### src/logic/knight_settings.svh
`ifndef KNIGHT_SETTINGS_SVH
`define KNIGHT_SETTINGS_SVH

////////////////////////////////////////////////////////////
// Serial link timing
////////////////////////////////////////////////////////////

// Clock cycles per UART bit (short for simulation)
`define BAUD_DIV 16

////////////////////////////////////////////////////////////
// Motor drive timing
////////////////////////////////////////////////////////////

// Cycles in one PWM period
`define PWM_PERIOD 64

// Drive time for a single square of travel
`define SQUARE_CYCLES 256

////////////////////////////////////////////////////////////
// Response bytes back to the remote
////////////////////////////////////////////////////////////

`define RESP_ACK 8'hA5
`define RESP_ERR 8'hEE

`endif

### src/logic/knightCmdPkg.sv
package knightCmdPkg;

  ////////////////////////////////////////////////////////////
  // Command classes in the top nibble of every command
  ////////////////////////////////////////////////////////////
  typedef enum logic [3:0] {
    CAL_GYRO = 4'h2,
    MOVE     = 4'h4,
    TOUR     = 4'h6
  } opcodeT;

  // Heading codes carried in the middle byte of a move
  typedef enum logic [7:0] {
    NORTH = 8'h00,
    WEST  = 8'h3F,
    SOUTH = 8'h7F,
    EAST  = 8'hBF
  } headingT;

  // Move view of the command word
  typedef struct packed {
    opcodeT     opcode;
    headingT    heading;
    logic [3:0] squares;
  } moveFieldsT;

  // Position view, used by TOUR to place the knight
  typedef struct packed {
    opcodeT     opcode;
    logic [3:0] unused;
    logic [3:0] x;
    logic [3:0] y;
  } posFieldsT;

  // One 16 bit word, decoded as either a move or a position
  typedef union packed {
    moveFieldsT  move;
    posFieldsT   pos;
    logic [15:0] raw;
  } cmdWordT;

endpackage

### src/logic/knightDrivePkg.sv
package knightDrivePkg;

  // High time within one PWM period
  typedef logic [5:0] dutyT;

  // What the command side hands to the motor drive
  typedef struct packed {
    logic active;
    dutyT lft;
    dutyT rght;
  } drivePairT;

  // Fast and slow wheel settings
  localparam dutyT DUTY_FAST = 6'd48;
  localparam dutyT DUTY_SLOW = 6'd16;

  ////////////////////////////////////////////////////////////
  // Duty table per heading
  ////////////////////////////////////////////////////////////
  // Unknown heading comes back inactive so the caller can flag it
  function automatic drivePairT headingDuty(input knightCmdPkg::headingT heading);
    drivePairT pair;
    pair.active = 1'b1;
    case (heading)
      knightCmdPkg::NORTH: begin pair.lft = DUTY_FAST; pair.rght = DUTY_FAST; end
      knightCmdPkg::SOUTH: begin pair.lft = DUTY_SLOW; pair.rght = DUTY_SLOW; end
      knightCmdPkg::EAST:  begin pair.lft = DUTY_FAST; pair.rght = DUTY_SLOW; end
      knightCmdPkg::WEST:  begin pair.lft = DUTY_SLOW; pair.rght = DUTY_FAST; end
      default: begin
        pair.active = 1'b0;
        pair.lft    = '0;
        pair.rght   = '0;
      end
    endcase
    return pair;
  endfunction

endpackage

### src/logic/uartLink.sv
`timescale 1ns/100ps
`include "knight_settings.svh"

module uartLink (
  input  logic       clk,
  input  logic       arstN,
  input  logic       RX,
  output logic       TX,
  output logic [7:0] rxByte,
  output logic       rxValid,
  input  logic [7:0] txByte,
  input  logic       txSend,
  output logic       txBusy
);

  localparam int BAUD  = `BAUD_DIV;
  localparam int CNT_W = $clog2(BAUD);

  localparam logic [CNT_W-1:0] BIT_LAST  = CNT_W'(BAUD - 1);
  localparam logic [CNT_W-1:0] HALF_LAST = CNT_W'(BAUD / 2 - 1);

  ////////////////////////////////////////////////////////////
  // Receiver
  ////////////////////////////////////////////////////////////
  logic             rxMeta;
  logic             rxSync;
  logic             rxBusy;
  logic [CNT_W-1:0] rxBaudCnt;
  logic [3:0]       rxBitCnt;
  logic [7:0]       rxShift;

  // Two flop chain on the asynchronous serial input
  always_ff @(posedge clk or negedge arstN) begin
    if (!arstN) begin
      rxMeta <= 1'b1;
      rxSync <= 1'b1;
    end else begin
      rxMeta <= RX;
      rxSync <= rxMeta;
    end
  end

  // Sample points at 0.5, 1.5 ... 9.5 bit times after the start edge
  always_ff @(posedge clk or negedge arstN) begin
    if (!arstN) begin
      rxBusy    <= 1'b0;
      rxBaudCnt <= '0;
      rxBitCnt  <= '0;
      rxValid   <= 1'b0;
    end else begin
      rxValid <= 1'b0;
      if (!rxBusy) begin
        // Falling edge of the start bit
        if (!rxSync) begin
          rxBusy    <= 1'b1;
          rxBaudCnt <= HALF_LAST;
          rxBitCnt  <= '0;
        end
      end else if (rxBaudCnt != '0) begin
        rxBaudCnt <= rxBaudCnt - 1'b1;
      end else begin
        rxBaudCnt <= BIT_LAST;
        rxBitCnt  <= rxBitCnt + 1'b1;
        if (rxBitCnt == 4'd0) begin
          // Glitch, not a real start bit
          if (rxSync) rxBusy <= 1'b0;
        end else if (rxBitCnt == 4'd9) begin
          // Stop bit must be high for a good frame
          rxBusy  <= 1'b0;
          rxValid <= rxSync;
        end
      end
    end
  end

  // Data shifts in LSB first
  always_ff @(posedge clk) begin
    if (rxBusy && rxBaudCnt == '0 && rxBitCnt != 4'd0 && rxBitCnt != 4'd9) begin
      rxShift <= {rxSync, rxShift[7:1]};
    end
  end

  assign rxByte = rxShift;

  ////////////////////////////////////////////////////////////
  // Transmitter
  ////////////////////////////////////////////////////////////
  logic [CNT_W-1:0] txBaudCnt;
  logic [3:0]       txBitCnt;
  logic [9:0]       txShift;

  always_ff @(posedge clk or negedge arstN) begin
    if (!arstN) begin
      txBusy    <= 1'b0;
      txBaudCnt <= '0;
      txBitCnt  <= '0;
    end else if (!txBusy) begin
      if (txSend) begin
        txBusy    <= 1'b1;
        txBaudCnt <= BIT_LAST;
        txBitCnt  <= '0;
      end
    end else if (txBaudCnt != '0) begin
      txBaudCnt <= txBaudCnt - 1'b1;
    end else begin
      txBaudCnt <= BIT_LAST;
      txBitCnt  <= txBitCnt + 1'b1;
      // Last cell is the stop bit
      if (txBitCnt == 4'd9) txBusy <= 1'b0;
    end
  end

  // Frame is stop, data, start with start bit at the bottom
  always_ff @(posedge clk) begin
    if (!txBusy && txSend) begin
      txShift <= {1'b1, txByte, 1'b0};
    end else if (txBusy && txBaudCnt == '0) begin
      txShift <= {1'b1, txShift[9:1]};
    end
  end

  // Line idles high
  assign TX = txBusy ? txShift[0] : 1'b1;

endmodule

### src/logic/cmdProc.sv
`timescale 1ns/100ps
`include "knight_settings.svh"

module cmdProc (
  input  logic                      clk,
  input  logic                      arstN,
  input  logic [7:0]                rxByte,
  input  logic                      rxValid,
  output logic [7:0]                txByte,
  output logic                      txSend,
  input  logic                      txBusy,
  output knightDrivePkg::drivePairT drive
);

  // Longest move is 15 squares
  localparam int MAX_CYCLES = 15 * `SQUARE_CYCLES;
  localparam int MOVE_W     = $clog2(MAX_CYCLES + 1);

  typedef enum logic [2:0] {
    WAIT_HI,
    WAIT_LO,
    DECODE,
    MOVING,
    RESPOND
  } stateT;

  stateT                     state;
  knightCmdPkg::cmdWordT     cmd;
  logic [MOVE_W-1:0]         moveCnt;
  logic [3:0]                posX;
  logic [3:0]                posY;
  logic [3:0]                nextX;
  logic [3:0]                nextY;
  logic [7:0]                decodeResp;
  logic                      moveDone;
  knightDrivePkg::drivePairT moveDrive;

  // Duty pair for the heading in the held command
  assign moveDrive = knightDrivePkg::headingDuty(cmd.move.heading);

  assign moveDone = (state == MOVING) && (moveCnt == MOVE_W'(1));

  ////////////////////////////////////////////////////////////
  // Position after the current move, wraps modulo 16
  ////////////////////////////////////////////////////////////
  always_comb begin
    nextX = posX;
    nextY = posY;
    case (cmd.move.heading)
      knightCmdPkg::NORTH: nextY = posY + cmd.move.squares;
      knightCmdPkg::SOUTH: nextY = posY - cmd.move.squares;
      knightCmdPkg::EAST:  nextX = posX + cmd.move.squares;
      knightCmdPkg::WEST:  nextX = posX - cmd.move.squares;
      default: ;
    endcase
  end

  // Answer for commands that respond right after decode
  always_comb begin
    case (cmd.move.opcode)
      knightCmdPkg::CAL_GYRO,
      knightCmdPkg::TOUR: decodeResp = `RESP_ACK;
      // Zero square move reports the current square
      knightCmdPkg::MOVE: decodeResp = moveDrive.active ? {posX, posY} : `RESP_ERR;
      default:            decodeResp = `RESP_ERR;
    endcase
  end

  ////////////////////////////////////////////////////////////
  // Command bytes and response byte
  ////////////////////////////////////////////////////////////
  always_ff @(posedge clk) begin
    // High byte first
    if (state == WAIT_HI && rxValid) cmd.raw[15:8] <= rxByte;
    if (state == WAIT_LO && rxValid) cmd.raw[7:0] <= rxByte;
    if (state == DECODE) txByte <= decodeResp;
    // Moves answer with the new square, x high nibble
    if (moveDone) txByte <= {nextX, nextY};
  end

  ////////////////////////////////////////////////////////////
  // Control FSM
  ////////////////////////////////////////////////////////////
  always_ff @(posedge clk or negedge arstN) begin
    if (!arstN) begin
      state   <= WAIT_HI;
      moveCnt <= '0;
      posX    <= '0;
      posY    <= '0;
      drive   <= '0;
      txSend  <= 1'b0;
    end else begin
      txSend <= 1'b0;
      case (state)
        WAIT_HI: if (rxValid) state <= WAIT_LO;
        WAIT_LO: if (rxValid) state <= DECODE;
        DECODE: begin
          state <= RESPOND;
          case (cmd.move.opcode)
            knightCmdPkg::TOUR: begin
              posX <= cmd.pos.x;
              posY <= cmd.pos.y;
            end
            knightCmdPkg::MOVE: begin
              // Bad heading or zero squares go straight to the answer
              if (moveDrive.active && cmd.move.squares != 4'd0) begin
                drive   <= moveDrive;
                moveCnt <= MOVE_W'(cmd.move.squares * `SQUARE_CYCLES);
                state   <= MOVING;
              end
            end
            default: ;
          endcase
        end
        MOVING: begin
          if (moveDone) begin
            drive.active <= 1'b0;
            posX         <= nextX;
            posY         <= nextY;
            state        <= RESPOND;
          end else begin
            moveCnt <= moveCnt - 1'b1;
          end
        end
        RESPOND: begin
          // One response byte, sent once the link is free
          if (!txBusy) begin
            txSend <= 1'b1;
            state  <= WAIT_HI;
          end
        end
        default: state <= WAIT_HI;
      endcase
    end
  end

endmodule

### src/logic/motorPwm.sv
`timescale 1ns/100ps
`include "knight_settings.svh"

module motorPwm (
  input  logic                      clk,
  input  logic                      arstN,
  input  knightDrivePkg::drivePairT drive,
  output logic                      lftPWM1,
  output logic                      lftPWM2,
  output logic                      rghtPWM1,
  output logic                      rghtPWM2
);

  localparam knightDrivePkg::dutyT CNT_LAST = knightDrivePkg::dutyT'(`PWM_PERIOD - 1);

  logic                 activeQ;
  knightDrivePkg::dutyT pwmCnt;
  knightDrivePkg::dutyT cntNow;

  // New move starts the period at zero so it opens with the high phase
  assign cntNow = (drive.active && !activeQ) ? '0 : pwmCnt;

  ////////////////////////////////////////////////////////////
  // Period counter and registered outputs
  ////////////////////////////////////////////////////////////
  always_ff @(posedge clk or negedge arstN) begin
    if (!arstN) begin
      activeQ  <= 1'b0;
      pwmCnt   <= '0;
      lftPWM1  <= 1'b0;
      lftPWM2  <= 1'b0;
      rghtPWM1 <= 1'b0;
      rghtPWM2 <= 1'b0;
    end else begin
      activeQ <= drive.active;
      pwmCnt  <= (cntNow == CNT_LAST) ? '0 : cntNow + 1'b1;
      // PWM1 during the duty, PWM2 for the rest
      // Everything low when idle
      lftPWM1  <= drive.active && (cntNow < drive.lft);
      lftPWM2  <= drive.active && !(cntNow < drive.lft);
      rghtPWM1 <= drive.active && (cntNow < drive.rght);
      rghtPWM2 <= drive.active && !(cntNow < drive.rght);
    end
  end

endmodule

### src/logic/KnightsTour.sv
`timescale 1ns/100ps

module KnightsTour (
  input  logic clk,
  input  logic arstN,
  input  logic RX,
  output logic TX,
  output logic lftPWM1,
  output logic lftPWM2,
  output logic rghtPWM1,
  output logic rghtPWM2
);

  ////////////////////////////////////////////////////////////
  // Internal byte paths and drive request
  ////////////////////////////////////////////////////////////
  logic [7:0]                rxByte;
  logic                      rxValid;
  logic [7:0]                txByte;
  logic                      txSend;
  logic                      txBusy;
  knightDrivePkg::drivePairT drive;

  // Serial link to the remote
  uartLink iLink (
    .clk(clk), .arstN(arstN), .RX(RX), .TX(TX),
    .rxByte(rxByte), .rxValid(rxValid),
    .txByte(txByte), .txSend(txSend), .txBusy(txBusy)
  );

  // Command decode, move timing and position
  cmdProc iProc (
    .clk(clk), .arstN(arstN),
    .rxByte(rxByte), .rxValid(rxValid),
    .txByte(txByte), .txSend(txSend), .txBusy(txBusy),
    .drive(drive)
  );

  // Complementary PWM pairs for both wheels
  motorPwm iPwm (
    .clk(clk), .arstN(arstN), .drive(drive),
    .lftPWM1(lftPWM1), .lftPWM2(lftPWM2),
    .rghtPWM1(rghtPWM1), .rghtPWM2(rghtPWM2)
  );

endmodule

### config.mk
export PLATFORM = sky130hd
export DESIGN_NAME = KnightsTour
export DESIGN_NICKNAME = d
export VERILOG_FILES = /design/src/logic/knightCmdPkg.sv /design/src/logic/knightDrivePkg.sv /design/src/logic/uartLink.sv /design/src/logic/cmdProc.sv /design/src/logic/motorPwm.sv /design/src/logic/KnightsTour.sv
export VERILOG_INCLUDE_DIRS = /design/src /design/src/logic
export SDC_FILE = /design/constraint.sdc
export NUM_CORES = 1
export LEC_CHECK = 0
export ABC_AREA = 1
export BUFFER_PORTS_ARGS = -buffer_cell sky130_fd_sc_hd__buf_2
export CORE_AREA = 2 2 95 97
export DETAILED_ROUTE_END_ITERATION = 7
export DIE_AREA = 0 0 97 99
export GPL_ROUTABILITY_DRIVEN = 0
export PLACE_DENSITY = 0.76
export RECOVER_POWER = 100
export SLEW_MARGIN = 20
export SYNTH_ARGS = -nofsm -noshare
export SYNTH_HDL_FRONTEND = slang
export SYNTH_SLANG_ARGS = --single-unit
### constraint.sdc
create_clock -name clk -period 5.3 [get_ports clk]
set_input_delay 0.53 -clock clk [delete_from_list [all_inputs] [get_ports clk]]
set_output_delay 0.53 -clock clk [all_outputs]
set_load 0.1 [all_outputs]
==> metrics.log <==
[metrics] run status: complete, but fails checks
[metrics] violations in the final reports: capacitance limit, slew limit
[metrics] post-synthesis cell area: ~5000 um2
[metrics] post-detail-place hpwl: about 7 mm
[metrics] share of the clock period used by the worst path after layout: 57.7%
[metrics] Yosys warning count: 0
[metrics] total count of hold-check failures in the final report: 0
[metrics] cell count after synthesis: between 500 and 600
[metrics] Area Growth Syn to Fin: 5.92%
[metrics] kind of cell adding the most delay to the critical path: buffers and inverters
[metrics] Hold/Removal Path Class: input pin to register
[metrics] CTS buffer count: 9
[metrics] Cell Pwr Density: ~280 nW/um2
[metrics] global-route wire length before repair: 17.0 mm
[metrics] initial antenna violation count: 0
[metrics] via count of the first global-routing pass: 3,747
[metrics] portion of the post-synthesis area used by sequential elements: between 50% and 60%
[metrics] Seq cells post-synth: 101
[metrics] mean instance size in the synthesized netlist: approximately 9.1 um2
[metrics] maximum number of pins on one net before global-route repair: 61
[metrics] Inserted Diodes: 0
[metrics] cell total after placement: 670
[metrics] sequence of cells on the critical path: buf_2 -> clkbuf_1
[metrics] remaining design rule violation count: 0
[metrics] worst slew slack as a fraction of its limit: -109%
[metrics] slack of the worst reg-to-reg path: 2560 ps
[metrics] Starting DRT DRC Count: 234
[metrics] Clock Skews: 8.58 ps
[metrics] setup total negative slack: 0 ps
[metrics] area of the core: 8550 um2
[metrics] die height: 99 um
[metrics] count of buffers from port buffering: 7
[metrics] number of standard cells in the final layout excluding fillers: between 600 and 700
[metrics] initial core utilization: 59.4%
[metrics] data required time of the critical path: 5080 ps
[metrics] GRT Total Usage: 21.8%
[metrics] number of primary I/O pins: 8
[metrics] width of the die: 97 um
[metrics] total of hold buffers inserted after clock tree synthesis: 0
[metrics] slowest library cell on the worst path: sky130_fd_sc_hd__clkbuf_1
[metrics] Max Fanout on Critical Path: 60
[metrics] setup repair after global routing missed its margin: false
[metrics] post-route minimum period: 3060 ps
[metrics] slew at the pin closest to its max-slew limit: between 3000 and 4000 ps
[metrics] largest buffer count on any clock path: 2
[metrics] Vias: ~3,800
[metrics] grt ovf: 0
[metrics] number of maximum-capacitance violations: 1
[metrics] Worst-Skew Late Latency: between 300 and 400 ps
[metrics] clock tree root driver cell: sky130_fd_sc_hd__clkbuf_8
[metrics] type of element launching the critical path: input pin
[metrics] number of nets in the synthesized netlist: 584
[metrics] Final ANT Viol Nets: 0
[metrics] peak supply drop: 194 uV
[metrics] post-DR wirelength/cell: 14.2 um
[metrics] Final Routed Wirelength: 9.71 mm
[metrics] worst path arrival time: between 2000 and 3000 ps
[metrics] Crit Path Class: input pin to async pin
[metrics] type of destination of the critical path: async pin
[metrics] post-cts repair resize count: 0
[metrics] share of final-layout standard cells stronger than drive strength 1: 3.98%
[metrics] Slew Viols, Final: 61
[metrics] number of setup violations in the final report: 0
[metrics] most common library cell in the layout ignoring fill and taps: sky130_fd_sc_hd__nand2_1
[metrics] drt first pass iters: 5
[metrics] Pleak: around 2.5 nW
[metrics] Critical Path Max Stage Delay: about 2200 ps
[metrics] setup bufs post-CTS: 0
[metrics] number of levels the H-tree was split into: 3
[metrics] number of sinks on the clock net: 101
[metrics] DIE AREA: roughly 9600 um2
[metrics] clock tree from TritonCTS: done
[metrics] CTS clk-pin slew, worst paths: around 90 ps
[metrics] Row Count: 34
[metrics] post-detailed-route via-to-cell ratio: ~5.5
[metrics] leading cell types in the layout, fill and taps excluded: sky130_fd_sc_hd__nand2_1 (109), sky130_fd_sc_hd__inv_1 (88), sky130_fd_sc_hd__nor2_1 (69), sky130_fd_sc_hd__dfrtp_1 (58)
[metrics] Final nets: 597
[metrics] number of distinct standard cells referenced by the synthesized netlist: 36
[metrics] buffering stage count on the worst path with inverters included: 2
[metrics] highest attainable clock frequency: between 300 and 400 MHz
-- layer usage --
metal	vias to the layer above	global-route usage [%]	part of all wire, %
met2	78	35.6	46
met3	33	4.40	3.9
li1	1867	-	-
met4	0	9.86	2.9
met5	-	0	0
met1	1794	28.4	47
-- path summary, 6_finish.rpt --
kind / to / cells after the start / from
setup / recovery: iProc.moveCnt[7] / 2 / arstN
hold / removal: iLink.rxMeta / 1 / RX
setup reg to reg: iProc.moveCnt[3] / 9 / iProc.cmd[10]
hold reg to reg: iLink.rxSync / 0 / iLink.rxMeta
max in group clk: iProc.moveCnt[3] / 9 / iProc.cmd[10]
min in group asynchronous: iPwm.pwmCnt[2] / 2 / arstN
-- where the power goes --
group / total [mW] / internal, mW / switching (mW)
sequential: 0.868 / 0.847 / 0.0211
clock: 0.538 / 0.278 / 0.260
combinational: 0.112 / 0.0402 / 0.0715
total: 1.52 / 1.17 / 0.352
-- metrics by stage --
stage | setup slack [ps] | hold slack [ps] | power, mW | util (%) | instance area (um2)
after floorplan | 3080 | 234 | 0.965 | - | 5070
after global placement | 2870 | 346 | 0.992 | 61.0 | 5220
after detailed placement | 2780 | 349 | 1.00 | 61.1 | 5220
after CTS | 2740 | 250 | 1.53 | 63.7 | 5440
after global routing | 1430 | 244 | 1.58 | 62.9 | 5380
final | 2240 | 259 | 1.52 | 62.9 | 5380
-- cells in the mapped netlist --
master	number	area share, %
sky130_fd_sc_hd__a22oi_1	2	0.30
sky130_fd_sc_hd__ha_1	19	4.7
sky130_fd_sc_hd__a22o_1	7	1.2
sky130_fd_sc_hd__nand3_4	1	0.35
sky130_fd_sc_hd__xnor2_1	3	0.52
sky130_fd_sc_hd__nand2_4	3	0.67
sky130_fd_sc_hd__xor2_1	12	2.1
sky130_fd_sc_hd__o31ai_1	2	0.30
sky130_fd_sc_hd__inv_1	88	6.5
sky130_fd_sc_hd__or2_2	1	0.12
sky130_fd_sc_hd__nand3_1	34	3.4
sky130_fd_sc_hd__dfxtp_1	1	0.39
sky130_fd_sc_hd__a41oi_1	1	0.17
sky130_fd_sc_hd__nor2_4	3	0.67
sky130_fd_sc_hd__o211ai_1	2	0.30
sky130_fd_sc_hd__a31oi_1	3	0.37
sky130_fd_sc_hd__o21ai_0	39	3.8
sky130_fd_sc_hd__mux2i_1	1	0.20
sky130_fd_sc_hd__edfxtp_1	40	24
sky130_fd_sc_hd__o22ai_1	8	0.99
sky130_fd_sc_hd__nor3b_1	1	0.15
sky130_fd_sc_hd__nor3_1	13	1.3
sky130_fd_sc_hd__nand4_1	8	0.99
sky130_fd_sc_hd__nand2_1	106	7.8
sky130_fd_sc_hd__o21ai_2	1	0.17
sky130_fd_sc_hd__nand2_2	3	0.37
sky130_fd_sc_hd__a21oi_1	20	2.0
sky130_fd_sc_hd__nor4_1	2	0.25
sky130_fd_sc_hd__buf_8	1	0.30
sky130_fd_sc_hd__dfrtp_1	58	29
sky130_fd_sc_hd__nor2_2	3	0.37
sky130_fd_sc_hd__fa_1	2	0.79
sky130_fd_sc_hd__buf_2	2	0.20
sky130_fd_sc_hd__nor2_1	65	4.8
sky130_fd_sc_hd__clkbuf_1	3	0.22
sky130_fd_sc_hd__dfstp_2	2	1.0
-- area by class of cell --
cell class	count	area, um2
multi-input cells	365	1930
fillers	733	3180
well taps	108	135
inverters	88	330
clock buffers	10	138
repair buffers	8	32.5
flip-flops and latches	101	2730
clock inverters	6	85.1
-- sequential cells by signal, summed over array words and instances (netlist names), 4 cells and up --
register / count
iProc.drive: 4
iLink.rxByte: 8
iLink.rxBitCnt: 4
iLink.txShift: 9
iProc.moveCnt: 12
iProc.posY: 4
iProc.cmd: 16
iLink.txBitCnt: 4
iProc.posX: 4
iLink.rxBaudCnt: 4
iLink.txBaudCnt: 4
iProc.txByte: 8
iPwm.pwmCnt: 6
-- worst register-to-register path: stages (launching register included) --
cell and delay [ps]:
sky130_fd_sc_hd__edfxtp_1 430, sky130_fd_sc_hd__nor2_1 140, sky130_fd_sc_hd__nand4_1 210, sky130_fd_sc_hd__nand2_1 320
sky130_fd_sc_hd__nor2_1 120, sky130_fd_sc_hd__nor2_1 300, sky130_fd_sc_hd__nand3_1 390, sky130_fd_sc_hd__nand2_1 510
sky130_fd_sc_hd__nand2_1 110, sky130_fd_sc_hd__a21oi_1 150
-- logic make-up after synthesis --
kind of cell | Yosys count | synth area share, %
XOR/XNOR | 15 | 2.59
multiplexers | 1 | 0.197
AO/OA/AOI/OAI | 85 | 9.62
flip-flops | 101 | 53.7
AND/OR/NAND/NOR | 243 | 21.2
buffers and inverters | 94 | 7.22
adder cells (fa/ha/maj) | 21 | 5.47
Note: power is estimated with default switching activity, not from simulation.
